--- config.mk ---
export PLATFORM = sky130hd
export DESIGN_NAME = stream_writer_flat
export DESIGN_NICKNAME = d
export VERILOG_FILES = /design/src/design/npu_data_pkg.sv /design/src/design/sram_port_if.sv /design/src/design/stream_writer.sv /design/src/flat_wrapper.sv
export VERILOG_INCLUDE_DIRS = /design/src /design/src/design
export SDC_FILE = /design/constraint.sdc
export NUM_CORES = 1
export LEC_CHECK = 0
export ABC_AREA = 1
export BUFFER_PORTS_ARGS = -buffer_cell sky130_fd_sc_hd__buf_2
export CAP_MARGIN = 15
export CORE_AREA = 2 2 109 111
export DETAILED_ROUTE_END_ITERATION = 10
export DIE_AREA = 0 0 111 113
export GPL_ROUTABILITY_DRIVEN = 0
export GPL_TIMING_DRIVEN = 0
export SYNTH_ARGS = -nofsm -noshare
export SYNTH_HDL_FRONTEND = slang
export SYNTH_SLANG_ARGS = --single-unit
--- constraint.sdc ---
create_clock -name s00_axis_aclk -period 1.8 [get_ports s00_axis_aclk]
set_input_delay 0.36 -clock s00_axis_aclk [delete_from_list [all_inputs] [get_ports s00_axis_aclk]]
set_output_delay 0.36 -clock s00_axis_aclk [all_outputs]
set_load 0.1 [all_outputs]
--- src/design/npu_cfg.svh ---
`ifndef NPU_CFG_SVH
`define NPU_CFG_SVH

// ---------------------------------------------------------------------------
// datapath geometry
// ---------------------------------------------------------------------------

// eight int8 lanes packed into one 64-bit word
`define NPU_LANES       8
`define NPU_LANE_W      8
`define NPU_WORD_W      64

// ---------------------------------------------------------------------------
// bank size and statistics
// ---------------------------------------------------------------------------

`define NPU_BANK_DEPTH  64
`define NPU_ADDR_W      6

// cycle and access counters
`define NPU_CNT_W       32

`endif

--- src/design/npu_data_pkg.sv ---
`default_nettype none

`include "npu_cfg.svh"

package npu_data_pkg;

    // one packed stream / bank word
    typedef logic [`NPU_WORD_W-1:0] word_t;

    // one signed element of a word
    typedef logic signed [`NPU_LANE_W-1:0] lane_t;

    // word address inside a bank
    typedef logic [`NPU_ADDR_W-1:0] addr_t;

    // word count, one bit wider so a full bank fits
    typedef logic [`NPU_ADDR_W:0] count_t;

    // statistics counters
    typedef logic [`NPU_CNT_W-1:0] ctr_t;

endpackage

`default_nettype wire

--- src/design/sram_port_if.sv ---
`timescale 1ns/1ps
`default_nettype none

interface sram_port_if
    import npu_data_pkg::*;
();

    logic  en;
    logic  we;
    addr_t addr;
    word_t wdata;
    word_t rdata;
    // second read word, only the A/B compute port uses it
    word_t rdata_b;

    modport requester (output en, we, addr, wdata, input rdata, rdata_b);

    modport memory (input en, we, addr, wdata, output rdata, rdata_b);

endinterface

`default_nettype wire

--- src/design/stream_writer.sv ---
`timescale 1ns/1ps
`default_nettype none

module stream_writer
    import npu_data_pkg::*;
(
    input  logic              s00_axis_aclk,
    input  logic              arst_n_i,
    input  logic              start_i,
    input  count_t            count_i,
    sram_port_if.requester    out_port,
    output word_t             m_axis_tdata_o,
    output logic              m_axis_tvalid_o,
    output logic              m_axis_tlast_o,
    input  logic              m_axis_tready_i,
    output logic              done_o
);

    addr_t rd_addr_q;
    addr_t cur_addr;
    logic  issue_q;
    logic  tvalid_q;
    logic  tlast_q;
    logic  handshake;

    // next read goes out only after the previous word is taken
    assign out_port.en    = start_i || issue_q;
    assign out_port.we    = 1'b0;
    assign out_port.addr  = cur_addr;
    assign out_port.wdata = '0;

    assign cur_addr  = start_i ? '0 : rd_addr_q;
    assign handshake = tvalid_q && m_axis_tready_i;

    always_ff @(posedge s00_axis_aclk or negedge arst_n_i) begin
        if (!arst_n_i) begin
            rd_addr_q <= '0;
            issue_q   <= 1'b0;
            tvalid_q  <= 1'b0;
            tlast_q   <= 1'b0;
        end else if (out_port.en) begin
            rd_addr_q <= cur_addr + addr_t'(1);
            issue_q   <= 1'b0;
            tvalid_q  <= 1'b1;
            tlast_q   <= ({1'b0, cur_addr} + count_t'(1)) == count_i;
        end else if (handshake) begin
            tvalid_q  <= 1'b0;
            tlast_q   <= 1'b0;
            issue_q   <= !tlast_q;
        end
    end

    // read data holds until the next read, which waits for the handshake
    assign m_axis_tdata_o  = out_port.rdata;
    assign m_axis_tvalid_o = tvalid_q;
    assign m_axis_tlast_o  = tlast_q;

    assign done_o = handshake && tlast_q;

endmodule

`default_nettype wire

--- src/flat_wrapper.sv ---
// flat-port wrapper written by rule: the top's interface ports become plain ports
module stream_writer_flat import npu_data_pkg::*;
  (s00_axis_aclk, arst_n_i, start_i, count_i, m_axis_tdata_o, m_axis_tvalid_o, m_axis_tlast_o, m_axis_tready_i, done_o, out_port_en, out_port_we, out_port_addr, out_port_wdata, out_port_rdata, out_port_rdata_b);
  sram_port_if out_port_i ();
  input  logic s00_axis_aclk;
  input  logic arst_n_i;
  input  logic start_i;
  input  count_t count_i;
  output word_t m_axis_tdata_o;
  output logic m_axis_tvalid_o;
  output logic m_axis_tlast_o;
  input  logic m_axis_tready_i;
  output logic done_o;
  output wire logic [$bits(out_port_i.en)-1:0] out_port_en;
  output wire logic [$bits(out_port_i.we)-1:0] out_port_we;
  output wire logic [$bits(out_port_i.addr)-1:0] out_port_addr;
  output wire logic [$bits(out_port_i.wdata)-1:0] out_port_wdata;
  input wire logic [$bits(out_port_i.rdata)-1:0] out_port_rdata;
  input wire logic [$bits(out_port_i.rdata_b)-1:0] out_port_rdata_b;
  assign out_port_en = out_port_i.en;
  assign out_port_we = out_port_i.we;
  assign out_port_addr = out_port_i.addr;
  assign out_port_wdata = out_port_i.wdata;
  assign out_port_i.rdata = out_port_rdata;
  assign out_port_i.rdata_b = out_port_rdata_b;
  stream_writer u_core (.s00_axis_aclk(s00_axis_aclk), .arst_n_i(arst_n_i), .start_i(start_i), .count_i(count_i), .out_port(out_port_i), .m_axis_tdata_o(m_axis_tdata_o), .m_axis_tvalid_o(m_axis_tvalid_o), .m_axis_tlast_o(m_axis_tlast_o), .m_axis_tready_i(m_axis_tready_i), .done_o(done_o));
endmodule
==> flow_metrics.env <==
export IMPL_status="complete, no violations"
export IMPL_crit_path_end_kind="output pin"
export IMPL_p_switching_uw=1480
export IMPL_drt_iter0_drc=32
export IMPL_rows=39
export IMPL_crit_type="flip-flop to output pin"
export IMPL_reg2regPathDepth=12
export IMPL_num_nets_final=526
export IMPL_die_area_um2=12500
export IMPL_finalNonFillerCells=528
export IMPL_final_cell_area_um2=2610
export IMPL_max_freq_ghz=0.586
export IMPL_skew_ns=0.00303
export IMPL_post_cts_buffers=0
export IMPL_post_place_ws_ns=0.0292
export IMPL_cp_data_required_time_ns=1.44
export IMPL_drt_total_wl_um=3940
export IMPL_r2r_setup_slack_ns=0.23
export IMPL_grt_usage=0.0549
export IMPL_p_int_uw=801
export IMPL_r2r_start="u_core.rd_addr_q[0]"
export IMPL_finalSetupViolCount=0
export IMPL_grt_pass1_wl_um=5470
export IMPL_place_area_um2=2510
export IMPL_p_clk_frac=0.172
export IMPL_synth_area_um2=1630
export IMPL_first_pass_iters=4
export IMPL_cellPowerDensity_nw_per_um2=877
export IMPL_num_vias=1540
export IMPL_portBuffers=84
export IMPL_cp_startpoint="u_core.m_axis_tvalid_o"
export IMPL_root_buffer="clkbuf_16"
export IMPL_yosys_area_top_type="buf_4"
export IMPL_start_util=0.145
export IMPL_ys_ff_latch=9
export IMPL_setup_slack_ns=0.0945
export IMPL_antenna_cells=0
export IMPL_htreeDepth=1
export IMPL_seqPwrFrac=0.106
export IMPL_syn_inst=232
export IMPL_n_fill_cell=1277
export IMPL_multi_input_area_um2=632
export IMPL_die_y_um=113
export IMPL_worstSetupEndpoint="done_o"
export IMPL_grt_pass1_vias=1260
export IMPL_slew_viol_final=0
export IMPL_peakVddDrop_uv=243
export IMPL_grt_max_degree=11
export IMPL_synth_warning_count=0
export IMPL_ant_nets=0
export IMPL_via_per_inst=2.92
export IMPL_grt_overflow=0
export IMPL_period_minus_slack_ns=1.71
export IMPL_p_sw_frac=0.649
export IMPL_antenna_found_initial=0
export IMPL_areaGrowthSynthToFinish_pct=59.7
export IMPL_cts_buffer_depth=2
export IMPL_cts_tree="built"
export IMPL_coreArea_um2=11300
export IMPL_critPathMaxFanout=3
export IMPL_startpoint_type="flip-flop"
export IMPL_drv_cap=0
export IMPL_critPathArrivalTime_ns=1.35
export IMPL_ios=278
export IMPL_clk_pin_slew_ns=0.04
export IMPL_synthTopCellsByArea="buf_4, dfrtp_1, nand2_1, inv_1, nand3_1"
export IMPL_syn_area_per_cell_um2=7.03
export IMPL_numCtsBuffers=3
export IMPL_hold_viol=0
export IMPL_drive_gt1_frac=0.616
export IMPL_synthDominantCellAreaShare=0.594
export IMPL_wl_per_cell_um=7.45
export IMPL_reg2reg_to="u_core.m_axis_tlast_o"
export IMPL_synthDistinctLibCells=21
export IMPL_clk_insertion_delay_late_ns=0.24
export IMPL_die_x_um=111
export IMPL_seq_area_frac_synth=0.138
export IMPL_p_comb_frac=0.722
export IMPL_leakage_uw=0.00161
export IMPL_drc_errors=0
export IMPL_hpwl_um=3720
export IMPL_fin_crit_sh=0.948
export IMPL_cts_sinks=9
export IMPL_min_path_type="input pin to flip-flop"
export IMPL_seqCellArea_um2=229
export IMPL_rsz0062_at_grt="false"
export IMPL_placed_cells=523
[worst min-delay path by stage]
stage | slack (ns) | to | depth (start not counted) | startpoint
finish | 0.49 | u_core.m_axis_tlast_o | 6 | count_i[5]
floorplan | 0.06 | u_core.issue_q | 0 | arst_n_i
CTS | 0.49 | u_core.m_axis_tlast_o | 6 | count_i[5]
detailed placement | 0.23 | u_core.rd_addr_q[0] | 1 | arst_n_i
global route | 0.52 | u_core.rd_addr_q[5] | 1 | u_core.issue_q
global placement | 0.23 | u_core.rd_addr_q[0] | 1 | arst_n_i
[stage by stage]
step / utilization / total power [uW] / setup TNS, ns / hold slack (ns)
final: 0.231 / 2290 / 0 / 0.488
after CTS: 0.231 / 2290 / 0 / 0.493
after floorplan: - / 1780 / -0.172 / 0.0644
after global routing: 0.231 / 2350 / 0 / 0.521
after detailed placement: 0.223 / 1890 / 0 / 0.230
after global placement: 0.223 / 1890 / 0 / 0.229
[power by group through the flow]
stage	clock, uW	combinational, uW	sequential (uW)
floorplan	0	1520	257
global placement	0	1640	245
detailed placement	0	1650	245
CTS	399	1650	242
global route	408	1700	245
finish	394	1650	242
[Yosys cell counts]
cell / n
o22ai_1: 2
nor3_1: 1
nand2_4: 1
nor2_1: 6
dfrtp_1: 9
inv_2: 1
nand3_1: 9
nor2_2: 1
buf_4: 129
nor2_4: 1
nand2_2: 2
inv_1: 18
ha_1: 1
conb_1: 1
nand2_1: 37
nand4_1: 2
inv_4: 1
clkinv_1: 1
o21ai_0: 4
nand3b_1: 3
nand3_2: 2
[layout make-up]
class                      instances  share of cell area
inverter                          21              0.0341
multi-input combinational        137               0.242
tap                              143              0.0687
clock buffer                       4              0.0302
sequential                         9              0.0879
timing repair buffer              85               0.165
buffer                           129               0.372
[kinds of logic (layout without fill, tap and decap cells)]
group                      count (synthesis)  after routing  synth area share
and+or+nand+nor                           65             65             0.189
other                                      1             65           0.00230
AOI/OAI and AO/OA                          6              6            0.0199
adders and majority gates                  1              1           0.00767
DFF                                        9              9             0.138
buffers and inverters                    150            239             0.643
[worst max-delay path, cell delays in order (launching register included)]
cell and delay [ns]:
dfrtp_2 0.39, nand2_1 0.18, nor2_4 0.11, buf_2 0.43
[per-layer routing]
| layer | GRT usage | wire length, um |
|---|---|---|
| met1 | 0.0581 | 1420 |
| met2 | 0.108 | 2050 |
| met3 | 0.00696 | 397 |
| met4 | 0.0250 | 67 |
| met5 | 0 | 0 |
[sequential cells by signal, indices dropped and copies added (netlist names)]
signal,cells
u_core.m_axis_tlast_o,1
u_core.rd_addr_q,6
u_core.m_axis_tvalid_o,1
u_core.issue_q,1
[placed cells by master (no fill, tap or decap), types with 3 or more instances in the layout]
| master | netlist | layout |
|---|---|---|
| conb_1 | 1 | 65 |
| o21ai_0 | 4 | 4 |
| inv_1 | 18 | 15 |
| nand3b_1 | 3 | 3 |
| dfrtp_2 | 0 | 3 |
| nand2_1 | 37 | 36 |
| clkbuf_16 | 0 | 3 |
| buf_4 | 129 | 129 |
| buf_2 | 0 | 84 |
| dfrtp_1 | 9 | 6 |
| nor2_2 | 1 | 4 |
| nand3_1 | 9 | 9 |
[timing repair]
action / CTS / global route
resized for setup: 0 / 2
hold buffers: 1 / 0
endpoints found under the setup margin: 0 / 1
endpoints found under the hold margin: 9 / 0
Note: power is estimated with default switching activity, not from simulation.
