===== src/design/npu_cfg.svh =====
`ifndef NPU_CFG_SVH
`define NPU_CFG_SVH

// ---------------------------------------------------------------------------
// datapath geometry
// ---------------------------------------------------------------------------

// eight int8 lanes packed into one 64-bit word
`define NPU_LANES       8
`define NPU_LANE_W      8
`define NPU_WORD_W      64

// ---------------------------------------------------------------------------
// bank size and statistics
// ---------------------------------------------------------------------------

`define NPU_BANK_DEPTH  64
`define NPU_ADDR_W      6

// cycle and access counters
`define NPU_CNT_W       32

`endif


===== src/design/npu_ctrl_pkg.sv =====
`default_nettype none

package npu_ctrl_pkg;

    // layer sequencing
    typedef enum logic [1:0] {
        st_idle,
        st_compute,
        st_done,
        st_drain
    } layer_state_e;

    typedef enum logic [1:0] {
        op_add,
        op_sub,
        op_mul
    } ew_op_e;

    // input tuser picks the destination bank
    typedef enum logic {
        bank_a,
        bank_b
    } bank_sel_e;

endpackage

`default_nettype wire


===== src/design/layer_ctrl.sv =====
`timescale 1ns/1ps
`default_nettype none

`include "npu_cfg.svh"

module layer_ctrl
    import npu_ctrl_pkg::*;
(
    input  logic                  s00_axis_aclk,
    input  logic                  arst_n_i,
    input  logic                  start_i,
    input  ew_op_e                op_i,
    input  logic [`NPU_ADDR_W:0]  word_count_i,
    input  logic                  compute_done_i,
    input  logic                  drain_done_i,
    output layer_state_e          state_o,
    output ew_op_e                op_o,
    output logic [`NPU_ADDR_W:0]  count_o,
    output logic                  compute_start_o,
    output logic                  drain_start_o,
    output logic                  layer_done_o,
    output logic [`NPU_CNT_W-1:0] cycle_count_o
);

    layer_state_e state_q;
    layer_state_e state_d;
    logic         start_ok;

    // start is ignored outside idle
    assign start_ok = (state_q == st_idle) && start_i;

    always_comb begin
        state_d = state_q;
        case (state_q)
            st_idle: begin
                if (start_i) begin
                    state_d = st_compute;
                end
            end
            st_compute: begin
                if (compute_done_i) begin
                    state_d = st_done;
                end
            end
            st_done: begin
                state_d = st_drain;
            end
            st_drain: begin
                if (drain_done_i) begin
                    state_d = st_idle;
                end
            end
            default: begin
                state_d = st_idle;
            end
        endcase
    end

    always_ff @(posedge s00_axis_aclk or negedge arst_n_i) begin
        if (!arst_n_i) begin
            state_q         <= st_idle;
            op_o            <= op_add;
            count_o         <= '0;
            compute_start_o <= 1'b0;
            drain_start_o   <= 1'b0;
            cycle_count_o   <= '0;
        end else begin
            state_q         <= state_d;
            // pulses line up with the first cycle of the new state
            compute_start_o <= start_ok;
            drain_start_o   <= (state_q == st_done);
            if (start_ok) begin
                op_o          <= op_i;
                count_o       <= word_count_i;
                cycle_count_o <= '0;
            end else if (state_q == st_compute) begin
                cycle_count_o <= cycle_count_o + 1'b1;
            end
        end
    end

    assign state_o      = state_q;
    assign layer_done_o = (state_q == st_done);

endmodule

`default_nettype wire


===== config.mk =====
export PLATFORM = sky130hd
export DESIGN_NAME = layer_ctrl
export DESIGN_NICKNAME = d
export VERILOG_FILES = /design/src/design/npu_ctrl_pkg.sv /design/src/design/layer_ctrl.sv
export VERILOG_INCLUDE_DIRS = /design/src /design/src/design
export SDC_FILE = /design/constraint.sdc
export NUM_CORES = 1
export LEC_CHECK = 0
export CAP_MARGIN = 40
export CORE_UTILIZATION = 40
export DETAILED_ROUTE_END_ITERATION = 8
export DONT_BUFFER_PORTS = 1
export MAX_ROUTING_LAYER = met4
export SLEW_MARGIN = 25
export SYNTH_ARGS = -nofsm -noshare
export SYNTH_HDL_FRONTEND = slang
export SYNTH_SLANG_ARGS = --single-unit

===== constraint.sdc =====
create_clock -name s00_axis_aclk -period 2.5 [get_ports s00_axis_aclk]
set_input_delay 0.125 -clock s00_axis_aclk [delete_from_list [all_inputs] [get_ports s00_axis_aclk]]
set_output_delay 0.125 -clock s00_axis_aclk [all_outputs]
set_load 0.005 [all_outputs]

==> key figures, run 1 <==
Floorplan
  • Initial Util: 0.414
  • I/O pin total: 60
  • Die X: 77.3 um
  • Die area: 0.00597 mm2
  • Core Region: 0.00547 mm2
  • Cell row count: 27
  • Vert. Die Dim: 77.3 um

Critical path
  • Worst Path Buf+Inv: 1
  • Arrival @ worst endpoint: 2480 ps
  • RR Startpoint: state_o[1]$_DFFE_PN0P_
  • Crit Path Category: reg2reg
  • Crit-path max cell delay: roughly 630 ps
  • CP Capture Type: register
  • Crit path max fanout: 13
  • Cell family with most CP delay: simple AND/OR/NAND/NOR gates
  • Worst path cell trace: inv_1 -> ha_1 -> nand4_2 -> or4_4 -> nor4_1 -> mux2i_1
  • Worst reg2reg setup slack: 240 ps
  • CP max-delay cell: or4_4
  • Worst R2R End: cycle_count_o[31]$_DFFE_PN0P_
  • Startpoint Class: register
  • Worst setup path start: state_o[1]$_DFFE_PN0P_
  • Worst setup endpoint: cycle_count_o[31]$_DFFE_PN0P_
  • Stages on worst setup path: 6
  • R2R depth: 6
  • CP required: 2720 ps

Synthesis
  • Synth area leader: dfrtp_1
  • Synth Cell Area: about 0.0023 mm2
  • Top cells by area, synth: dfrtp_1 50%, nand2_1 7.6%, ha_1 3.3%
  • Mapped Cells: 237
  • Seq cells post-synth: 45
  • Post-synthesis cell type count: 36
  • YS warnings: 0
  • Syn avg cell area: 9.57 um2
  • Sequential area share after synthesis: 0.497
  • Top cell type's share of synthesized area: 0.497
  • Syn nets: 257

Timing
  • Final period util: 0.906
  • Achievable Freq: around 440 MHz
  • Final setup violation count: 0
  • Tmin final: 2260 ps
  • Final max-slew violation count: 0
  • Skew final: 6.14 ps
  • Least-Margin Pin Slew: 778 ps
  • Relative slew slack: 0.476
  • RSZ-0062 raised after global routing: false
  • Final hold violations: 0
  • Setup TNS: 0 ps

Drt
  • Initial DRC Count: 82
  • Antenna-violating nets left: 0
  • Final wirelength: 5.21 mm
  • Vias per inst: ~5.6
  • Drt pass-1 iters: 4
  • Total number of vias: 1,820
  • WL/cell: roughly 16 um
  • Drc violations: 0

Global route
  • Vias in the first global route: 1,862
  • Largest net degree at the start of global routing: between 40 and 50
  • Overflow after GRT: 0
  • Gr usage total: 0.201
  • Initial antenna violation count: 0
  • First-pass GRT wire length: 9.18 mm

Clocking
  • Maximum clock insertion buffer count: 2
  • CTS sink cnt: between 40 and 50
  • Later-pin clock latency in the skew report: 290 ps
  • Root cell of the clock tree: clkbuf_8
  • H-tree Lvls: 2
  • CTS Buf Count: 5
  • Clock-pin slew on the worst setup and hold paths: ~80 ps
  • CTS tree: built

Placement
  • HPWL after DPL: 3.66 mm
  • Port Buffer Count: 0
  • Gpl congestion: 0.785

Cells and area
  • Diodes inserted: 0
  • Share of cells above drive strength 1: 0.0830
  • Area Growth Syn to Fin: 14.2%
  • Post-layout net count: around 270

Power and ir drop
  • PnR Total Power: 0.00193 W
  • PD cells: 747 mW/mm2
  • Maximum vdd ir drop: 0.434 mV
  • Leak: 1.15 nW

Hold path
  • Worst Hold Class: in2reg

Job
  • MaxCap Viol Count: 0

Run status
  • Status: complete, no violations
[worst min path at each step]
stage	to	startpoint	cells after the start
2_1_floorplan	compute_start_o$_DFF_PN0_	arst_n_i	0
3_3_place_gp	count_o[0]$_DFFE_PN0P_	arst_n_i	0
3_5_place_dp	op_o[1]$_DFFE_PN0P_	arst_n_i	0
4_1_cts	state_o[0]$_DFFE_PN0P_	drain_done_i	3
5_1_grt	state_o[0]$_DFFE_PN0P_	drain_done_i	3
6_report	state_o[0]$_DFFE_PN0P_	drain_done_i	3
[flip-flops by register name (all words and copies together) (netlist names)]
| signal | count |
|---|---|
| state_o | 2 |
| compute_start_o | 1 |
| drain_start_o | 1 |
| count_o | 7 |
| cycle_count_o | 32 |
| op_o | 2 |
[cells in the mapped netlist (all sizes together)]
master  number
nand2       46
o21a         2
nand2b       6
nor4         6
a222oi       1
clkinv       1
clkbuf       5
a31oi        2
o21ai       10
o311ai       5
and3         3
dfrtp       45
o41ai        5
nor2        15
and4         3
or4          4
nor3         4
xnor2        7
nand4       10
a21oi       10
o31ai        3
nand3       10
buf          4
mux2i        2
a41o         2
ha           6
or3          7
xor2         5
inv          8
[area by class of cell]
cell class | instances | area (um2)
clock inverters | 2 | 35.0
inverters | 9 | 33.8
clock buffers | 5 | 68.8
repair buffers | 18 | 180
fillers | 531 | 2880
flip-flops and latches | 45 | 1130
well taps | 72 | 90.1
multi-input cells | 174 | 1050
[layer usage]
| layer | track usage | routed length [um] | vias to the layer above |
|---|---|---|---|
| met3 | 0.0738 | 399 | 6 |
| met2 | 0.320 | 2450 | 63 |
| met4 | 0.0660 | 60 | 0 |
| li1 | - | - | 885 |
| met1 | 0.233 | 2300 | 866 |
| met5 | - | 0 | - |
[per-stage QoR]
stage / util / hold WS [ps] / std cells / setup WS, ps / cell area [um2]
after floorplan: - / -171 / 237 / 323 / 2270
after global placement: 0.431 / -169 / 307 / 297 / 2360
after detailed placement: 0.431 / -169 / 307 / 228 / 2360
after CTS: 0.473 / 125 / 325 / 199 / 2590
after global routing: 0.473 / 153 / 325 / 73.0 / 2590
final: 0.473 / 134 / 325 / 236 / 2590
[placed cells by master (no fill, tap or decap), drive strengths merged, types with 4 or more instances in the layout]
cell / netlist / final
or4: 4 / 4
or3: 7 / 7
nand2b: 6 / 6
o21ai: 10 / 10
buf: 4 / 8
xnor2: 7 / 7
xor2: 5 / 5
dlygate4sd3: 0 / 10
nor3: 4 / 4
dfrtp: 45 / 45
o311ai: 5 / 5
nand2: 46 / 46
nor2: 15 / 15
nand4: 10 / 10
nand3: 10 / 10
ha: 6 / 6
o41ai: 5 / 5
a21oi: 10 / 10
inv: 8 / 8
clkbuf: 5 / 5
nor4: 6 / 6
[report_power, final]
group / switching (W) / internal [W] / leakage (nW)
registers: 0.000115 / 0.000848 / 0.607
logic: 0.000279 / 0.000164 / 0.488
clock network: 0.000237 / 0.000291 / 0.0540
[worst register-to-register path: stages, from the launching register on]
cell and delay (ps):
dfrtp_1 430, inv_1 120, ha_1 260, nand4_2 160, or4_4 630, nor4_1 370
mux2i_1 220
[kinds of logic after synthesis]
group / synth area share
xor+xnor: 0.0464
simple gates: 0.259
buf+inv: 0.0381
fa+ha+maj: 0.0331
flops: 0.497
compound gates: 0.118
mux: 0.00883
[repair_timing]
action | in CTS | in global routing
hold buffers | 11 | 0
gates resized for setup | 0 | 0
hold endpoints to repair | 54 | 0
buffers inserted | 0 | 0
Power figures use the tool's default switching activity.
==> inputs of run 2 (changes only) <==
--- a/config.mk
+++ b/config.mk
@@ -11,6 +11,7 @@
 export DETAILED_ROUTE_END_ITERATION = 8
 export DONT_BUFFER_PORTS = 1
 export MAX_ROUTING_LAYER = met4
+export PLACE_DENSITY = 0.56
 export SLEW_MARGIN = 25
 export SYNTH_ARGS = -nofsm -noshare
 export SYNTH_HDL_FRONTEND = slang
==> run 2 against run 1 <==
  * Clock skew about the same
  * Combinational power is 2% lower
  * Die area did not move
  * Global-route usage shrank 1.7 points
  * Clock power fell by 6.6%
  * Critical path depth did not move
  * Setup slack lost 12 ps
  * First-iteration DRC count is 22% lower
  * Design area about the same
  * Sequential cell count unchanged
==> key figures, run 2 (synthesis gave the netlist of run 1 again) <==
Run status
  • Status: complete, no violations

Clocking
  • Root cell of the clock tree: clkbuf_8
  • Clock-pin slew on the worst setup and hold paths: 80 ps (about the same)
  • Post-CTS setup buffers: 0 (unchanged)
  • H-tree Lvls: 2 (unchanged)
  • Post_cts resized: 0 (unchanged)
  • CTS tree: built
  • Maximum clock insertion buffer count: 2 (unchanged)
  • CTS Buf Count: 5 (unchanged)
  • CTS sink cnt: 45 (unchanged)
  • Later-pin clock latency in the skew report: 300 ps (about the same)
  • Hold_buf cts: 11 (unchanged)

Drt
  • WL/cell: 15.5 um (-3.1%)
  • Initial DRC Count: 64 (-22%)
  • Drc violations: 0 (unchanged)
  • Drt pass-1 iters: 4 (unchanged)
  • Final wirelength: 5.07 mm (-2.8%)
  • Antenna-violating nets left: 0 (unchanged)
  • Total number of vias: 1,787 (-1.8%)
  • Vias per inst: 5.48 (-2.1%)

Global route
  • Largest net degree at the start of global routing: 46 (unchanged)
  • First-pass GRT wire length: 8.36 mm (-8.9%)
  • Vias in the first global route: 1,696 (-8.9%)
  • Overflow after GRT: 0 (unchanged)
  • Gr usage total: 0.183 (-0.0174)
  • Initial antenna violation count: 0 (unchanged)

Placement
  • HPWL after DPL: 3.42 mm (-6.8%)
  • Gpl congestion: 0.721 (-8.1%)
  • DP Area: 0.00236 mm2 (unchanged)
  • Port Buffer Count: 0 (unchanged)

Power and ir drop
  • PD cells: 730 mW/mm2 (-2.3%)
  • Leak: 1.15 nW (about the same)
  • Switch share: 0.335 (+0.00839)
  • P_int: 0.00126 W (-3.6%)
  • Maximum vdd ir drop: 0.414 mV (-4.7%)
  • Power share of the clock group: 0.261 (-0.012)
  • Switching Power: 0.000632 W (+0.16%)
  • Seq pwr share: 0.508 (+0.010)
  • Combinational group share of total power: 0.231 (+0.002)

Timing
  • Skew final: 6.16 ps (+0.0219 ps)
  • RSZ-0062 raised after global routing: false
  • Achievable Freq: 439 MHz (-0.52%)
  • Relative slew slack: 0.686 (+0.210)
  • Final setup violation count: 0 (unchanged)
  • Least-Margin Pin Slew: 471 ps (-307 ps)
  • Tmin final: 2280 ps (+11.8 ps)
  • Final period util: 0.910 (+0.00472)
  • Final max-slew violation count: 0 (unchanged)
  • Final hold violations: 0 (unchanged)
  • Setup TNS: 0 ps (unchanged)

Critical path
  • Worst path cell trace: inv_1 -> ha_1 -> nand4_2 -> or4_4 -> nor4_1 -> mux2i_1
  • Startpoint Class: register
  • Crit path max fanout: 13 (unchanged)
  • CP max-delay cell: or4_4
  • Crit Path Category: reg2reg
  • CP Capture Type: register
  • Crit-path max cell delay: 630 ps (about the same)
  • Worst Path Buf+Inv: 1 (unchanged)
  • Cell family with most CP delay: simple AND/OR/NAND/NOR gates
  • CP required: 2720 ps (about the same)
  • Arrival @ worst endpoint: 2500 ps (+20 ps)

Hold path
  • Worst Hold Class: in2reg

Cells and area
  • Post-layout net count: 273 (unchanged)
  • Share of cells above drive strength 1: 0.0866 (+0.00361)
  • Commonest non-fill, non-tap cell in the layout: nand2_1
  • Diodes inserted: 0 (unchanged)
  • Largest register FFs: 32 (unchanged)
  • Area Growth Syn to Fin: 14.1% (about the same)
  • Fin area: 0.00259 mm2 (about the same)
  • Area of the multi-input gates: 0.00105 mm2 (unchanged)
  • Biggest regs: cycle_count_o x32, count_o x7
  • Fillers: 536 (+0.94%)
  • Most frequent cells in the layout: 46 x nand2_1, 45 x dfrtp_1, 15 x nor2_1
  • Top reg by flops: cycle_count_o
  • Sequential Area: 0.00113 mm2 (unchanged)

Job
  • MaxCap Viol Count: 0 (unchanged)

Floorplan
  • Cell row count: 27 (unchanged)
  • I/O pin total: 60 (unchanged)
  • Die area: 0.00597 mm2 (unchanged)
  • Die X: 77.3 um (unchanged)
  • Vert. Die Dim: 77.3 um (unchanged)
  • Core Region: 0.00547 mm2 (unchanged)
  • Initial Util: 0.414 (unchanged)
[run 2: cell count changes in the layout (fill, tap and decap cells not counted), sizes merged]
cell / before / now
bufinv: 1 / 0
clkbuf: 5 / 7
[run 2: power groups by stage]
| stage | sequential [W] | clock (W) | combinational (W) |
|---|---|---|---|
| floorplan | 0.000953 | 0 | 0.000320 |
| global placement | 0.000976 | 0 | 0.000398 |
| detailed placement | 0.000977 | 0 | 0.000407 |
| CTS | 0.000962 | 0.000514 | 0.000445 |
| global route | 0.000979 | 0.000544 | 0.000502 |
| finish | 0.000960 | 0.000492 | 0.000436 |
[run 2: final timing paths]
path                                            endpoint  cells past startpoint  slack (ps)                   start
max in group asynchronous  cycle_count_o[23]$_DFFE_PN0P_                      2        1960                arst_n_i
hold reg to reg                      op_o[1]$_DFFE_PN0P_                      2         500     op_o[1]$_DFFE_PN0P_
min in group asynchronous  cycle_count_o[24]$_DFFE_PN0P_                      2         320                arst_n_i
hold / removal                    state_o[1]$_DFFE_PN0P_                      4         140            drain_done_i
setup reg to reg           cycle_count_o[31]$_DFFE_PN0P_                      6         220  state_o[1]$_DFFE_PN0P_
setup / recovery           cycle_count_o[31]$_DFFE_PN0P_                      6         220  state_o[1]$_DFFE_PN0P_
[run 2: metal layers]
layer | track usage | share of wire | vias up
met5 | - | 0 | -
met4 | 0.0509 | 0.0055 | 0
met3 | 0.0560 | 0.061 | 4
met2 | 0.288 | 0.48 | 65
met1 | 0.227 | 0.46 | 835
li1 | - | - | 883
[run 2: worst register-to-register path: cells and delay by family, from the launching register on]
kind	cells	cell delay [ps]
DFF	1	430
and+or+nand+nor	3	1150
adders and majority gates	1	260
buffers and inverters	1	130
muxes	1	230
[run 2: per-stage QoR]
step / total power, W / instances / worst slack, ps / utilization / hold slack [ps]
2_1_floorplan: 0.00127 / 237 / 323 / - / -171
3_3_place_gp: 0.00137 / 307 / 292 / 0.431 / -169
3_5_place_dp: 0.00138 / 307 / 218 / 0.431 / -169
4_1_cts: 0.00192 / 326 / 201 / 0.473 / 127
5_1_grt: 0.00202 / 326 / 64.0 / 0.473 / 137
6_report: 0.00189 / 326 / 224 / 0.473 / 139
[run 2: final cells by class]
| class | instances | area share |
|---|---|---|
| Clock inverter | 1 | 0.00194 |
| Clock buffer | 7 | 0.0373 |
| Sequential cell | 45 | 0.435 |
| Tap cell | 72 | 0.0348 |
| Inverter | 9 | 0.0131 |
| Timing Repair Buffer | 18 | 0.0697 |
| Multi-Input combinational cell | 174 | 0.408 |
