--- src/design/npu_cfg.svh ---
`ifndef NPU_CFG_SVH
`define NPU_CFG_SVH

// ---------------------------------------------------------------------------
// datapath geometry
// ---------------------------------------------------------------------------

// eight int8 lanes packed into one 64-bit word
`define NPU_LANES       8
`define NPU_LANE_W      8
`define NPU_WORD_W      64

// ---------------------------------------------------------------------------
// bank size and statistics
// ---------------------------------------------------------------------------

`define NPU_BANK_DEPTH  64
`define NPU_ADDR_W      6

// cycle and access counters
`define NPU_CNT_W       32

`endif

--- src/design/npu_data_pkg.sv ---
`default_nettype none

`include "npu_cfg.svh"

package npu_data_pkg;

    // one packed stream / bank word
    typedef logic [`NPU_WORD_W-1:0] word_t;

    // one signed element of a word
    typedef logic signed [`NPU_LANE_W-1:0] lane_t;

    // word address inside a bank
    typedef logic [`NPU_ADDR_W-1:0] addr_t;

    // word count, one bit wider so a full bank fits
    typedef logic [`NPU_ADDR_W:0] count_t;

    // statistics counters
    typedef logic [`NPU_CNT_W-1:0] ctr_t;

endpackage

`default_nettype wire

--- src/design/npu_ctrl_pkg.sv ---
`default_nettype none

package npu_ctrl_pkg;

    // layer sequencing
    typedef enum logic [1:0] {
        st_idle,
        st_compute,
        st_done,
        st_drain
    } layer_state_e;

    typedef enum logic [1:0] {
        op_add,
        op_sub,
        op_mul
    } ew_op_e;

    // input tuser picks the destination bank
    typedef enum logic {
        bank_a,
        bank_b
    } bank_sel_e;

endpackage

`default_nettype wire

--- src/design/sram_port_if.sv ---
`timescale 1ns/1ps
`default_nettype none

interface sram_port_if
    import npu_data_pkg::*;
();

    logic  en;
    logic  we;
    addr_t addr;
    word_t wdata;
    word_t rdata;
    // second read word, only the A/B compute port uses it
    word_t rdata_b;

    modport requester (output en, we, addr, wdata, input rdata, rdata_b);

    modport memory (input en, we, addr, wdata, output rdata, rdata_b);

endinterface

`default_nettype wire

--- src/design/stream_loader.sv ---
`timescale 1ns/1ps
`default_nettype none

module stream_loader
    import npu_data_pkg::*;
    import npu_ctrl_pkg::*;
(
    input  logic              s00_axis_aclk,
    input  logic              arst_n_i,
    input  word_t             s_axis_tdata_i,
    input  bank_sel_e         s_axis_tuser_i,
    input  logic              s_axis_tvalid_i,
    input  logic              s_axis_tlast_i,
    input  logic              accept_i,
    output logic              s_axis_tready_o,
    sram_port_if.requester    load_port,
    output bank_sel_e         bank_o
);

    logic      beat;
    addr_t     wr_addr_q;
    addr_t     cur_addr;
    bank_sel_e bank_q;

    // only take data while the layer FSM is idle
    assign s_axis_tready_o = accept_i;
    assign beat            = s_axis_tvalid_i && accept_i;

    // switching banks starts the new bank from word 0
    assign cur_addr = (s_axis_tuser_i != bank_q) ? '0 : wr_addr_q;

    assign load_port.en    = beat;
    assign load_port.we    = 1'b1;
    assign load_port.addr  = cur_addr;
    assign load_port.wdata = s_axis_tdata_i;
    assign bank_o          = s_axis_tuser_i;

    always_ff @(posedge s00_axis_aclk or negedge arst_n_i) begin
        if (!arst_n_i) begin
            wr_addr_q <= '0;
            bank_q    <= bank_a;
        end else if (beat) begin
            bank_q    <= s_axis_tuser_i;
            // tlast closes the block
            wr_addr_q <= s_axis_tlast_i ? '0 : cur_addr + addr_t'(1);
        end
    end

endmodule

`default_nettype wire

--- src/flat_wrapper.sv ---
// flat-port wrapper written by rule: the top's interface ports become plain ports
module stream_loader_flat import npu_data_pkg::*; import npu_ctrl_pkg::*;
  (s00_axis_aclk, arst_n_i, s_axis_tdata_i, s_axis_tuser_i, s_axis_tvalid_i, s_axis_tlast_i, accept_i, s_axis_tready_o, bank_o, load_port_en, load_port_we, load_port_addr, load_port_wdata, load_port_rdata, load_port_rdata_b);
  sram_port_if load_port_i ();
  input  logic s00_axis_aclk;
  input  logic arst_n_i;
  input  word_t s_axis_tdata_i;
  input  bank_sel_e s_axis_tuser_i;
  input  logic s_axis_tvalid_i;
  input  logic s_axis_tlast_i;
  input  logic accept_i;
  output logic s_axis_tready_o;
  output bank_sel_e bank_o;
  output wire logic [$bits(load_port_i.en)-1:0] load_port_en;
  output wire logic [$bits(load_port_i.we)-1:0] load_port_we;
  output wire logic [$bits(load_port_i.addr)-1:0] load_port_addr;
  output wire logic [$bits(load_port_i.wdata)-1:0] load_port_wdata;
  input wire logic [$bits(load_port_i.rdata)-1:0] load_port_rdata;
  input wire logic [$bits(load_port_i.rdata_b)-1:0] load_port_rdata_b;
  assign load_port_en = load_port_i.en;
  assign load_port_we = load_port_i.we;
  assign load_port_addr = load_port_i.addr;
  assign load_port_wdata = load_port_i.wdata;
  assign load_port_i.rdata = load_port_rdata;
  assign load_port_i.rdata_b = load_port_rdata_b;
  stream_loader u_core (.s00_axis_aclk(s00_axis_aclk), .arst_n_i(arst_n_i), .s_axis_tdata_i(s_axis_tdata_i), .s_axis_tuser_i(s_axis_tuser_i), .s_axis_tvalid_i(s_axis_tvalid_i), .s_axis_tlast_i(s_axis_tlast_i), .accept_i(accept_i), .s_axis_tready_o(s_axis_tready_o), .load_port(load_port_i), .bank_o(bank_o));
endmodule
--- config.mk ---
export PLATFORM = sky130hd
export DESIGN_NAME = stream_loader_flat
export DESIGN_NICKNAME = d
export VERILOG_FILES = /design/src/design/npu_data_pkg.sv /design/src/design/npu_ctrl_pkg.sv /design/src/design/sram_port_if.sv /design/src/design/stream_loader.sv /design/src/flat_wrapper.sv
export VERILOG_INCLUDE_DIRS = /design/src /design/src/design
export SDC_FILE = /design/constraint.sdc
export NUM_CORES = 1
export LEC_CHECK = 0
export BUFFER_PORTS_ARGS = -buffer_cell sky130_fd_sc_hd__buf_4
export CAP_MARGIN = 20
export CORE_AREA = 3 3 103 105
export CTS_BUF_LIST = sky130_fd_sc_hd__clkbuf_8 sky130_fd_sc_hd__clkbuf_16
export CTS_CLUSTER_DIAMETER = 30
export DETAILED_ROUTE_END_ITERATION = 12
export DIE_AREA = 0 0 106 108
export SLEW_MARGIN = 40
export SYNTH_ARGS = -nofsm -noshare
export SYNTH_HDL_FRONTEND = slang
export SYNTH_SLANG_ARGS = --single-unit
--- constraint.sdc ---
create_clock -name s00_axis_aclk -period 1.9 [get_ports s00_axis_aclk]
set_input_delay 0.095 -clock s00_axis_aclk [delete_from_list [all_inputs] [get_ports s00_axis_aclk]]
set_output_delay 0.095 -clock s00_axis_aclk [all_outputs]
set_load 0.01 [all_outputs]
==> results.py, run 1 <==
metrics = {
    "min_path": {
        "worstHoldPathCells": 2,
        "hp-class": "primary input to flop",
    },
    "run": {
        "cap_violations": 0,
    },
    "route": {
        "drt_wl_total_um": 1615,
        "drtPass1Iterations": 4,
        "route.detailed.drc": 0,
        "num_vias": 475,
        "postRouteAntennaNets": 0,
        "initialDrtViolationCount": 24,
        "wl_per_cell_um": 8.075,
        "viasPerCell": 2.375,
    },
    "global_routing": {
        "grt_pass1_vias": 449,
        "track_usage_pct": 2.883,
        "grt_first_pass_wirelength_um": 2325,
        "grt_remaining_overflow": 0,
        "grt_antenna_before_repair": 0,
        "grt_max_degree": 13,
    },
    "power": {
        "ir_drop_v": 0.0001270,
        "p_leak_nw": 0.3160,
        "power_density_nw_per_um2": 684.3,
        "total_power_mw": 0.5326,
    },
    "cells_and_area": {
        "finalNonFillerCells": 200,
        "layout-drive-gt1-share_pct": 31.34,
        "finalNetCount": 267,
        "areaGrowthSynthToFinish_pct": -18.69,
        "final_util_pct": 7.999,
        "finalInstanceArea_um2": 778.2,
        "diodes": 0,
    },
    "yosys": {
        "synth_top_family_by_area": "buffers and inverters",
        "syn_area_um2": 957.2,
        "synth_xor_area_share_pct": 2.614,
        "synth_flop_cell": "dfrtp_1",
        "ys_warn_count": 0,
        "syn_inst": 116,
        "syn_area_per_cell_um2": 8.251,
        "ys_seq_area_share_pct": 18.30,
        "async_reset_ff_share_pct": 100.0,
        "synthMuxAreaShare_pct": 2.353,
        "yosys.area_share.adder_pct": 1.307,
        "synthSimpleGateAreaFrac_pct": 14.25,
        "synth_edf_count": 0,
        "synth_common_cells": "buf_4, and2_1, dfrtp_1, nand2_1",
        "synth-seq-cells": 7,
        "synth_nets": 315,
        "yosysTopAreaCellShare_pct": 52.55,
        "synth.distinct_cells": 26,
        "synth.most_common_cell": "buf_4",
        "synthTopCellsByArea": "buf_4, dfrtp_1, and2_1",
        "synth_area_leader_cell": "buf_4",
        "synth_compound_area_share_pct": 6.013,
    },
    "worst_setup_path": {
        "reg2reg_depth": 6,
        "crit_end": "u_core.wr_addr_q[4]",
        "startpoint": "u_core.bank_q",
        "reg2reg_slack_ns": 0.24,
        "cp_max_fo": 3,
        "r2r_end": "u_core.wr_addr_q[4]",
        "critPathKind": "flop to flop",
        "worstPathRequired_ns": 2.02,
        "critPathArrivalTime_ns": 1.77,
        "endpoint_kind": "flop",
        "crit_path_start_kind": "flop",
        "r2r_start": "u_core.bank_q",
    },
    "timing": {
        "hold_viol_final": 0,
        "holdWs_ns": 0.1042,
        "finClkSkew_ns": 0.0006748,
        "worst_slack_ns": 0.2448,
        "period_share_pct": 87.11,
        "setup_viol": 0,
        "period_needed_ns": 1.655,
        "final.setup.tns_ns": 0,
        "rsz0062_at_grt": "false",
        "slew_viol_final": 0,
        "max_freq_mhz": 604.2,
    },
    "clocking": {
        "root_buffer": "clkbuf_8",
        "cts_buffers": 3,
        "cts_tree": "done",
        "cts_setup_buffers": 0,
        "hold_buffers": 1,
        "clk_pin_slew_ns": 0.04,
        "cts-resized-gates": 0,
        "cts_htree_levels": 1,
        "insertion_delay_ns": 0.23,
        "clock-sinks": 7,
        "clk_path_buf_depth": 2,
    },
    "place": {
        "dp_hpwl_um": 1249,
        "dp.cells": 195,
        "port_buffers": 14,
        "placed_cell_area_um2": 723.2,
        "place.gp.congestion": 0.7043,
        "pre_cts_ws_ns": 0.2391,
    },
    "floorplan": {
        "die_height_um": 108,
        "ios": 272,
        "start_util_pct": 9.838,
        "core_region_area_um2": 9729,
        "die_w_um": 106,
        "rows": 36,
        "die_area_um2": 11450,
    },
    "outcome": {
        "status": "finished, final reports clean",
    },
}
[report_power, final]
group          leakage, nW  internal (mW)  switching [mW]  total [mW]
registers           0.0933          0.170          0.0242       0.194
clock network       0.0269          0.140          0.0690       0.209
logic                0.196         0.0642          0.0654       0.130
total                0.316          0.374           0.159       0.533
[routing by layer]
metal | up-vias | track usage [%] | share of wire [%]
li1 | 209 | - | -
met1 | 211 | 3.254 | 43
met2 | 47 | 2.869 | 35
met3 | 8 | 3.104 | 20
met4 | 0 | 2.220 | 1.5
met5 | - | 0 | 0
[registers in the layout (all words and copies together) (netlist names)]
name	count
u_core.bank_q	1
u_core.wr_addr_q	6
[logic make-up after synthesis]
logic type	count (synthesis)
fa+ha+maj	1
simple gates	24
compound gates	7
flops	7
buf+inv	72
xor+xnor	2
other cells	1
mux	2
[cell usage in the layout, fill, tap and decap left out]
cell	count
o31ai_1	1
o2111ai_1	1
nand2_1	7
mux2_2	2
o311ai_0	1
nand4b_1	1
dfrtp_1	7
and3b_1	1
dlygate4sd3_1	1
a32o_1	1
nor2_1	1
nand4_1	1
nor3b_1	1
ha_1	1
nand3_1	3
clkbuf_8	3
xnor2_1	1
and3_1	1
xnor2_2	1
conb_1	1
inv_1	4
buf_4	15
o21ai_0	1
a31o_1	1
nor4bb_1	1
a22o_1	1
and2_1	7
[area by class of cell]
| type | instances | area [um2] |
|---|---|---|
| tap | 133 | 166.4 |
| clock inverter | 1 | 3.754 |
| clock buffer | 3 | 41.29 |
| timing repair buffer | 16 | 122.6 |
| sequential | 7 | 175.2 |
| fill | 1163 | 8951 |
| inverter | 3 | 11.26 |
| multi-input combinational | 37 | 257.7 |
[worst max-delay path: stages, from the launching register on]
cell and delay [ns]:
dfrtp_1 0.40, xnor2_2 0.18, and2_1 0.21, ha_1 0.23, nand3_1 0.11, a31o_1 0.23, a22o_1 0.17
[worst min path at each step]
stage,to,slack [ns],from
global route,u_core.wr_addr_q[0],0.11,s_axis_tlast_i
floorplan,u_core.bank_q,-0.20,arst_n_i
CTS,u_core.wr_addr_q[0],0.1,s_axis_tlast_i
finish,u_core.wr_addr_q[0],0.10,s_axis_tlast_i
detailed placement,u_core.wr_addr_q[5],-0.08,arst_n_i
global placement,u_core.wr_addr_q[4],-0.08,arst_n_i
No activity file was read; power rests on OpenSTA's default activity.
==> run 2: changes to the inputs <==
--- a/config.mk
+++ b/config.mk
@@ -8,11 +8,11 @@
 export LEC_CHECK = 0
 export BUFFER_PORTS_ARGS = -buffer_cell sky130_fd_sc_hd__buf_4
 export CAP_MARGIN = 20
-export CORE_AREA = 3 3 103 105
+export CORE_AREA = 4 4 104 106
 export CTS_BUF_LIST = sky130_fd_sc_hd__clkbuf_8 sky130_fd_sc_hd__clkbuf_16
 export CTS_CLUSTER_DIAMETER = 30
 export DETAILED_ROUTE_END_ITERATION = 12
-export DIE_AREA = 0 0 106 108
+export DIE_AREA = 0 0 108 110
 export SLEW_MARGIN = 40
 export SYNTH_ARGS = -nofsm -noshare
 export SYNTH_HDL_FRONTEND = slang
==> run 2 against run 1 <==
Sequential power barely moved. Final area did not move. Combinational power barely moved. Global-route usage fell by 0.082 points. Flip-flop and latch count did not move. Core utilization barely moved. Via count rose by 3.6%. Critical path type unchanged. Largest power group unchanged. Highest routed layer unchanged.
==> results.py, run 2 (synthesis gave the netlist of run 1 again) <==
metrics = {
    "outcome": {
        "status": "finished, final reports clean",
    },
    "power": {
        "ir_drop_v": 0.0001403,
        "power_density_nw_per_um2": 677.9,
        "p_leak_nw": 0.3160,
        "total_power_mw": 0.5276,
    },
    "timing": {
        "rsz0062_at_grt": "false",
        "holdWs_ns": 0.1048,
        "max_freq_mhz": 608.0,
        "finClkSkew_ns": 0.005734,
        "period_share_pct": 86.56,
        "hold_viol_final": 0,
        "final.setup.tns_ns": 0,
        "slew_viol_final": 0,
        "setup_viol": 0,
        "period_needed_ns": 1.645,
    },
    "global_routing": {
        "grt_first_pass_wirelength_um": 2525,
        "grt_pass1_vias": 474,
        "grt.busiest_layer": "met2",
        "grt_util_met1_pct": 2.995,
        "use_met2_pct": 3.863,
        "grt_antenna_before_repair": 0,
        "grt_remaining_overflow": 0,
        "track_usage_pct": 2.801,
        "grtUsageMet3_pct": 1.922,
        "grt_max_degree": 13,
    },
    "floorplan": {
        "ios": 272,
        "die_height_um": 110,
        "start_util_pct": 9.793,
        "die_w_um": 108,
        "rows": 36,
        "die_area_um2": 11880,
        "core_region_area_um2": 9774,
    },
    "route": {
        "initialDrtViolationCount": 21,
        "drtPass1Iterations": 4,
        "wl_per_cell_um": 8.615,
        "postRouteAntennaNets": 0,
        "viasPerCell": 2.460,
        "num_vias": 492,
        "drt_wl_total_um": 1723,
        "route.detailed.drc": 0,
    },
    "cells_and_area": {
        "largest_reg_flops": 6,
        "largestRegisters": "u_core.wr_addr_q x6, u_core.bank_q x1",
        "multiInputGateArea_um2": 257.7,
        "final_common_cell": "buf_4",
        "finalNetCount": 267,
        "diodes": 0,
        "regArea_um2": 175.2,
        "layout_common_cells": "buf_4, and2_1, nand2_1, dfrtp_1, inv_1",
        "layout-drive-gt1-share_pct": 31.34,
        "num-fill-cells": 1151,
        "areaGrowthSynthToFinish_pct": -18.69,
        "top_register": "u_core.wr_addr_q",
    },
    "place": {
        "dp_hpwl_um": 1343,
        "place.gp.congestion": 0.6671,
        "port_buffers": 14,
    },
    "clocking": {
        "root_buffer": "clkbuf_8",
        "cts_setup_buffers": 0,
        "cts_buffers": 3,
        "cts_htree_levels": 1,
        "insertion_delay_ns": 0.23,
        "cts_tree": "done",
        "clock-sinks": 7,
        "clk_path_buf_depth": 2,
        "clk_pin_slew_ns": 0.04,
    },
    "worst_setup_path": {
        "reg2reg_slack_ns": 0.26,
        "critPathKind": "flop to flop",
        "cp_max_fo": 3,
        "crit_path_start_kind": "flop",
        "reg2reg_depth": 6,
        "r2r_start": "u_core.bank_q",
        "crit_end": "u_core.wr_addr_q[4]",
        "critPathArrivalTime_ns": 1.76,
        "endpoint_kind": "flop",
        "r2r_end": "u_core.wr_addr_q[4]",
        "startpoint": "u_core.bank_q",
        "worstPathRequired_ns": 2.02,
    },
    "min_path": {
        "hp-class": "primary input to flop",
    },
    "run": {
        "cap_violations": 0,
    },
}
-- run 2: worst min path at each step --
stage	startpoint	end	slack (ns)	cells after the start
2_1_floorplan	arst_n_i	u_core.bank_q	-0.20	0
3_3_place_gp	arst_n_i	u_core.wr_addr_q[2]	-0.09	1
3_5_place_dp	arst_n_i	u_core.wr_addr_q[2]	-0.08	1
4_1_cts	s_axis_tlast_i	u_core.wr_addr_q[0]	0.1	2
5_1_grt	s_axis_tlast_i	u_core.wr_addr_q[0]	0.10	2
6_report	s_axis_tlast_i	u_core.wr_addr_q[0]	0.10	2
-- run 2: metrics by stage --
stage,cells,setup slack (ns),area [um2],utilization [%]
3_5_place_dp,195,0.2578,723.2,7.399
4_1_cts,200,0.2524,778.2,7.962
2_1_floorplan,116,0.1375,957.2,-
5_1_grt,200,0.1475,778.2,7.962
3_3_place_gp,195,0.2871,723.2,7.399
6_report,200,0.2553,778.2,7.962
-- run 2: critical path, stage by stage, from the launching register on --
cell and delay (ns):
dfrtp_1 0.40, xnor2_2 0.18, and2_1 0.20, ha_1 0.24, nand3_1 0.12, a31o_1 0.23, a22o_1 0.17
-- run 2: final cells by class --
cell class	instances	area share, %
Clock inverter	1	0.4823
Multi-Input combinational cell	37	33.12
Timing Repair Buffer	16	15.76
Sequential cell	7	22.51
Clock buffer	3	5.305
Inverter	3	1.447
Tap cell	133	21.38
-- run 2: where the power goes --
group          internal (mW)  switching [mW]  leakage (nW)
Sequential             0.170          0.0237        0.0933
Combinational         0.0641          0.0630         0.196
Clock                  0.140          0.0672        0.0269
-- run 2: what timing repair did --
item | 4_1_cts | 5_1_grt
hold endpoints to repair | 7 | 0
hold buffers | 1 | 0
gates resized for setup | 0 | 0
endpoints found under the setup margin | 0 | 0
-- run 2: routing by layer --
layer  vias up  wire length (um)
met2        48               766
met4         0                77
met5         -                 0
met1       215               599
met3        19               280
li1        210                 -
==> run 3: changes to the inputs <==
--- a/config.mk
+++ b/config.mk
@@ -8,11 +8,11 @@
 export LEC_CHECK = 0
 export BUFFER_PORTS_ARGS = -buffer_cell sky130_fd_sc_hd__buf_4
 export CAP_MARGIN = 20
-export CORE_AREA = 4 4 104 106
+export CORE_AREA = 4 4 102 104
 export CTS_BUF_LIST = sky130_fd_sc_hd__clkbuf_8 sky130_fd_sc_hd__clkbuf_16
 export CTS_CLUSTER_DIAMETER = 30
 export DETAILED_ROUTE_END_ITERATION = 12
-export DIE_AREA = 0 0 108 110
+export DIE_AREA = 0 0 106 108
 export SLEW_MARGIN = 40
 export SYNTH_ARGS = -nofsm -noshare
 export SYNTH_HDL_FRONTEND = slang
==> constraint.sdc (replaced) <==
create_clock -name s00_axis_aclk -period 2 [get_ports s00_axis_aclk]
set_input_delay 0.1 -clock s00_axis_aclk [delete_from_list [all_inputs] [get_ports s00_axis_aclk]]
set_output_delay 0.1 -clock s00_axis_aclk [all_outputs]
set_load 0.01 [all_outputs]
==> run 3 against run 2 <==
Sequential share of layout area unchanged. Count of clock-buffer cells in the layout unchanged. Global-route usage up 0.61 points. Final area unchanged. Die area down 3.6%. Final cell count unchanged. Total power down 5.1%. Critical endpoint unchanged. Highest routed layer unchanged.
==> results.py, run 3 (synthesis gave the netlist of run 1 again) <==
metrics = {
    "global_routing": {
        "track_usage_pct": 3.412,
        "grt_max_degree": 13,
        "grt_remaining_overflow": 0,
        "grt_first_pass_wirelength_um": 2856,
        "grt_pass1_vias": 523,
        "grt_antenna_before_repair": 0,
    },
    "clocking": {
        "clk_path_buf_depth": 2,
        "clk_pin_slew_ns": 0.04,
        "insertion_delay_ns": 0.23,
        "cts_tree": "done",
        "clock-sinks": 7,
        "root_buffer": "clkbuf_8",
        "cts_htree_levels": 1,
        "cts_buffers": 3,
    },
    "worst_setup_path": {
        "r2r_start": "u_core.bank_q",
        "critPathKind": "flop to flop",
        "cp.buffers_inverters": 0,
        "worstPathRequired_ns": 2.11,
        "critPathArrivalTime_ns": 1.82,
        "cp_max_fo": 4,
        "crit_path_start_kind": "flop",
        "r2r_end": "u_core.wr_addr_q[4]",
        "endpoint_kind": "flop",
        "critPathTopFamily": "compound AO/OA/AOI/OAI gates",
        "crit_slowest_cell": "dfrtp_1",
        "reg2reg_depth": 6,
        "reg2reg_slack_ns": 0.29,
        "crit_path_cell_trace": "xnor2_2, and2_1, ha_1, nand3_1, a31o_1, a22o_1",
        "cpPeakStageDelay_ns": 0.39,
    },
    "cells_and_area": {
        "layout_common_cells": "buf_4, and2_1, nand2_1, dfrtp_1, inv_1",
        "largest_reg_flops": 6,
        "top_register": "u_core.wr_addr_q",
        "largestRegisters": "u_core.wr_addr_q x6, u_core.bank_q x1",
        "finalNonFillerCells": 200,
        "layout-drive-gt1-share_pct": 31.34,
        "finalNetCount": 267,
        "areaGrowthSynthToFinish_pct": -18.69,
        "diodes": 0,
        "final_common_cell": "buf_4",
    },
    "timing": {
        "hold_viol_final": 0,
        "finClkSkew_ns": 0.0007085,
        "max_freq_mhz": 585.9,
        "final.setup.tns_ns": 0,
        "rsz0062_at_grt": "false",
        "slew_viol_final": 0,
        "setup_viol": 0,
        "period_share_pct": 85.33,
        "period_needed_ns": 1.707,
        "worst_slack_ns": 0.2933,
    },
    "power": {
        "switching_share_pct": 29.15,
        "power_density_nw_per_um2": 643.3,
        "netSwitchingPower_mw": 0.1459,
        "total_power_mw": 0.5006,
        "intPower_mw": 0.3547,
        "p_leak_nw": 0.3160,
        "seqPwrFrac_pct": 37.1,
        "ir_drop_v": 0.0003417,
        "pwr-share-comb_pct": 24.1,
        "p_clk_share_pct": 38.9,
    },
    "floorplan": {
        "die_area_um2": 11450,
        "rows": 36,
        "core_region_area_um2": 9549,
        "die_w_um": 106,
        "die_height_um": 108,
        "ios": 272,
        "start_util_pct": 10.02,
    },
    "outcome": {
        "status": "finished, final reports clean",
    },
    "run": {
        "cap_violations": 0,
    },
    "place": {
        "pre_cts_ws_ns": 0.2878,
        "dp_hpwl_um": 1591,
        "place.gp.congestion": 0.7033,
        "port_buffers": 14,
        "dp.cells": 195,
    },
    "route": {
        "wl_met1_um": 833,
        "postRouteAntennaNets": 0,
        "drt_wl_total_um": 1937,
        "routed.top_layer": "met4",
        "route.detailed.drc": 0,
        "wl_per_cell_um": 9.685,
        "viasPerCell": 2.360,
        "wl_met2_um": 597,
        "num_vias": 472,
        "wl_met3_um": 437,
        "initialDrtViolationCount": 6,
        "drtPass1Iterations": 3,
    },
    "min_path": {
        "min_to": "u_core.wr_addr_q[0]",
        "min-delay-start": "s_axis_tlast_i",
        "hp-class": "primary input to flop",
        "worstHoldPathCells": 2,
    },
}
run 3: cell counts in the layout (fill, tap and decap cells not counted):
Identical to the previous run, type by type.
run 3: cell type report:
cell class | count | area, um2
clock buffer | 3 | 41.29
inverter | 3 | 11.26
timing repair buffer | 16 | 122.6
sequential | 7 | 175.2
multi-input combinational | 37 | 257.7
tap | 133 | 166.4
clock inverter | 1 | 3.754
fill | 1145 | 8771
run 3: metrics by stage:
step | hold slack, ns | area [um2] | util (%)
floorplan | -0.1956 | 957.2 | -
global placement | -0.07842 | 723.2 | 7.573
detailed placement | -0.07769 | 723.2 | 7.573
CTS | 0.1109 | 778.2 | 8.150
global route | 0.1313 | 778.2 | 8.150
finish | 0.1065 | 778.2 | 8.150
run 3: per-layer routing:
metal	track usage [%]	vias to the layer above
li1	-	206
met1	3.868	211
met2	3.780	34
met3	2.925	21
met4	2.960	0
met5	0	-
run 3: how the worst max path moves through the flow:
stage	from	endpoint	slack, ns	depth (start not counted)
after floorplan	u_core.bank_q	u_core.wr_addr_q[4]	0.24	7
after global placement	u_core.bank_q	u_core.wr_addr_q[4]	0.32	6
after detailed placement	u_core.bank_q	u_core.wr_addr_q[4]	0.29	6
after CTS	u_core.bank_q	u_core.wr_addr_q[4]	0.28	6
after global routing	u_core.bank_q	u_core.wr_addr_q[4]	0.16	6
final	u_core.bank_q	u_core.wr_addr_q[4]	0.29	6
run 3: worst reg2reg max path, delay by kind of cell (launching register included):
kind	cells	cell delay (ns)
AOI/OAI and AO/OA	2	0.40
DFF	1	0.39
and+or+nand+nor	2	0.34
xor gates and xnor gates	1	0.24
adders and majority gates	1	0.22
run 3: timing repair:
action | CTS | global route
hold buffers | 1 | 0
resized for setup | 0 | 0
setup buffers | 0 | 0
endpoints found under the hold margin | 7 | 0
run 3: power by group through the flow:
stage | clock, mW | combinational [mW] | sequential, mW
finish | 0.195 | 0.120 | 0.186
global route | 0.207 | 0.137 | 0.190
CTS | 0.202 | 0.124 | 0.185
detailed placement | 0 | 0.122 | 0.187
global placement | 0 | 0.119 | 0.185
floorplan | 0 | 0.207 | 0.179
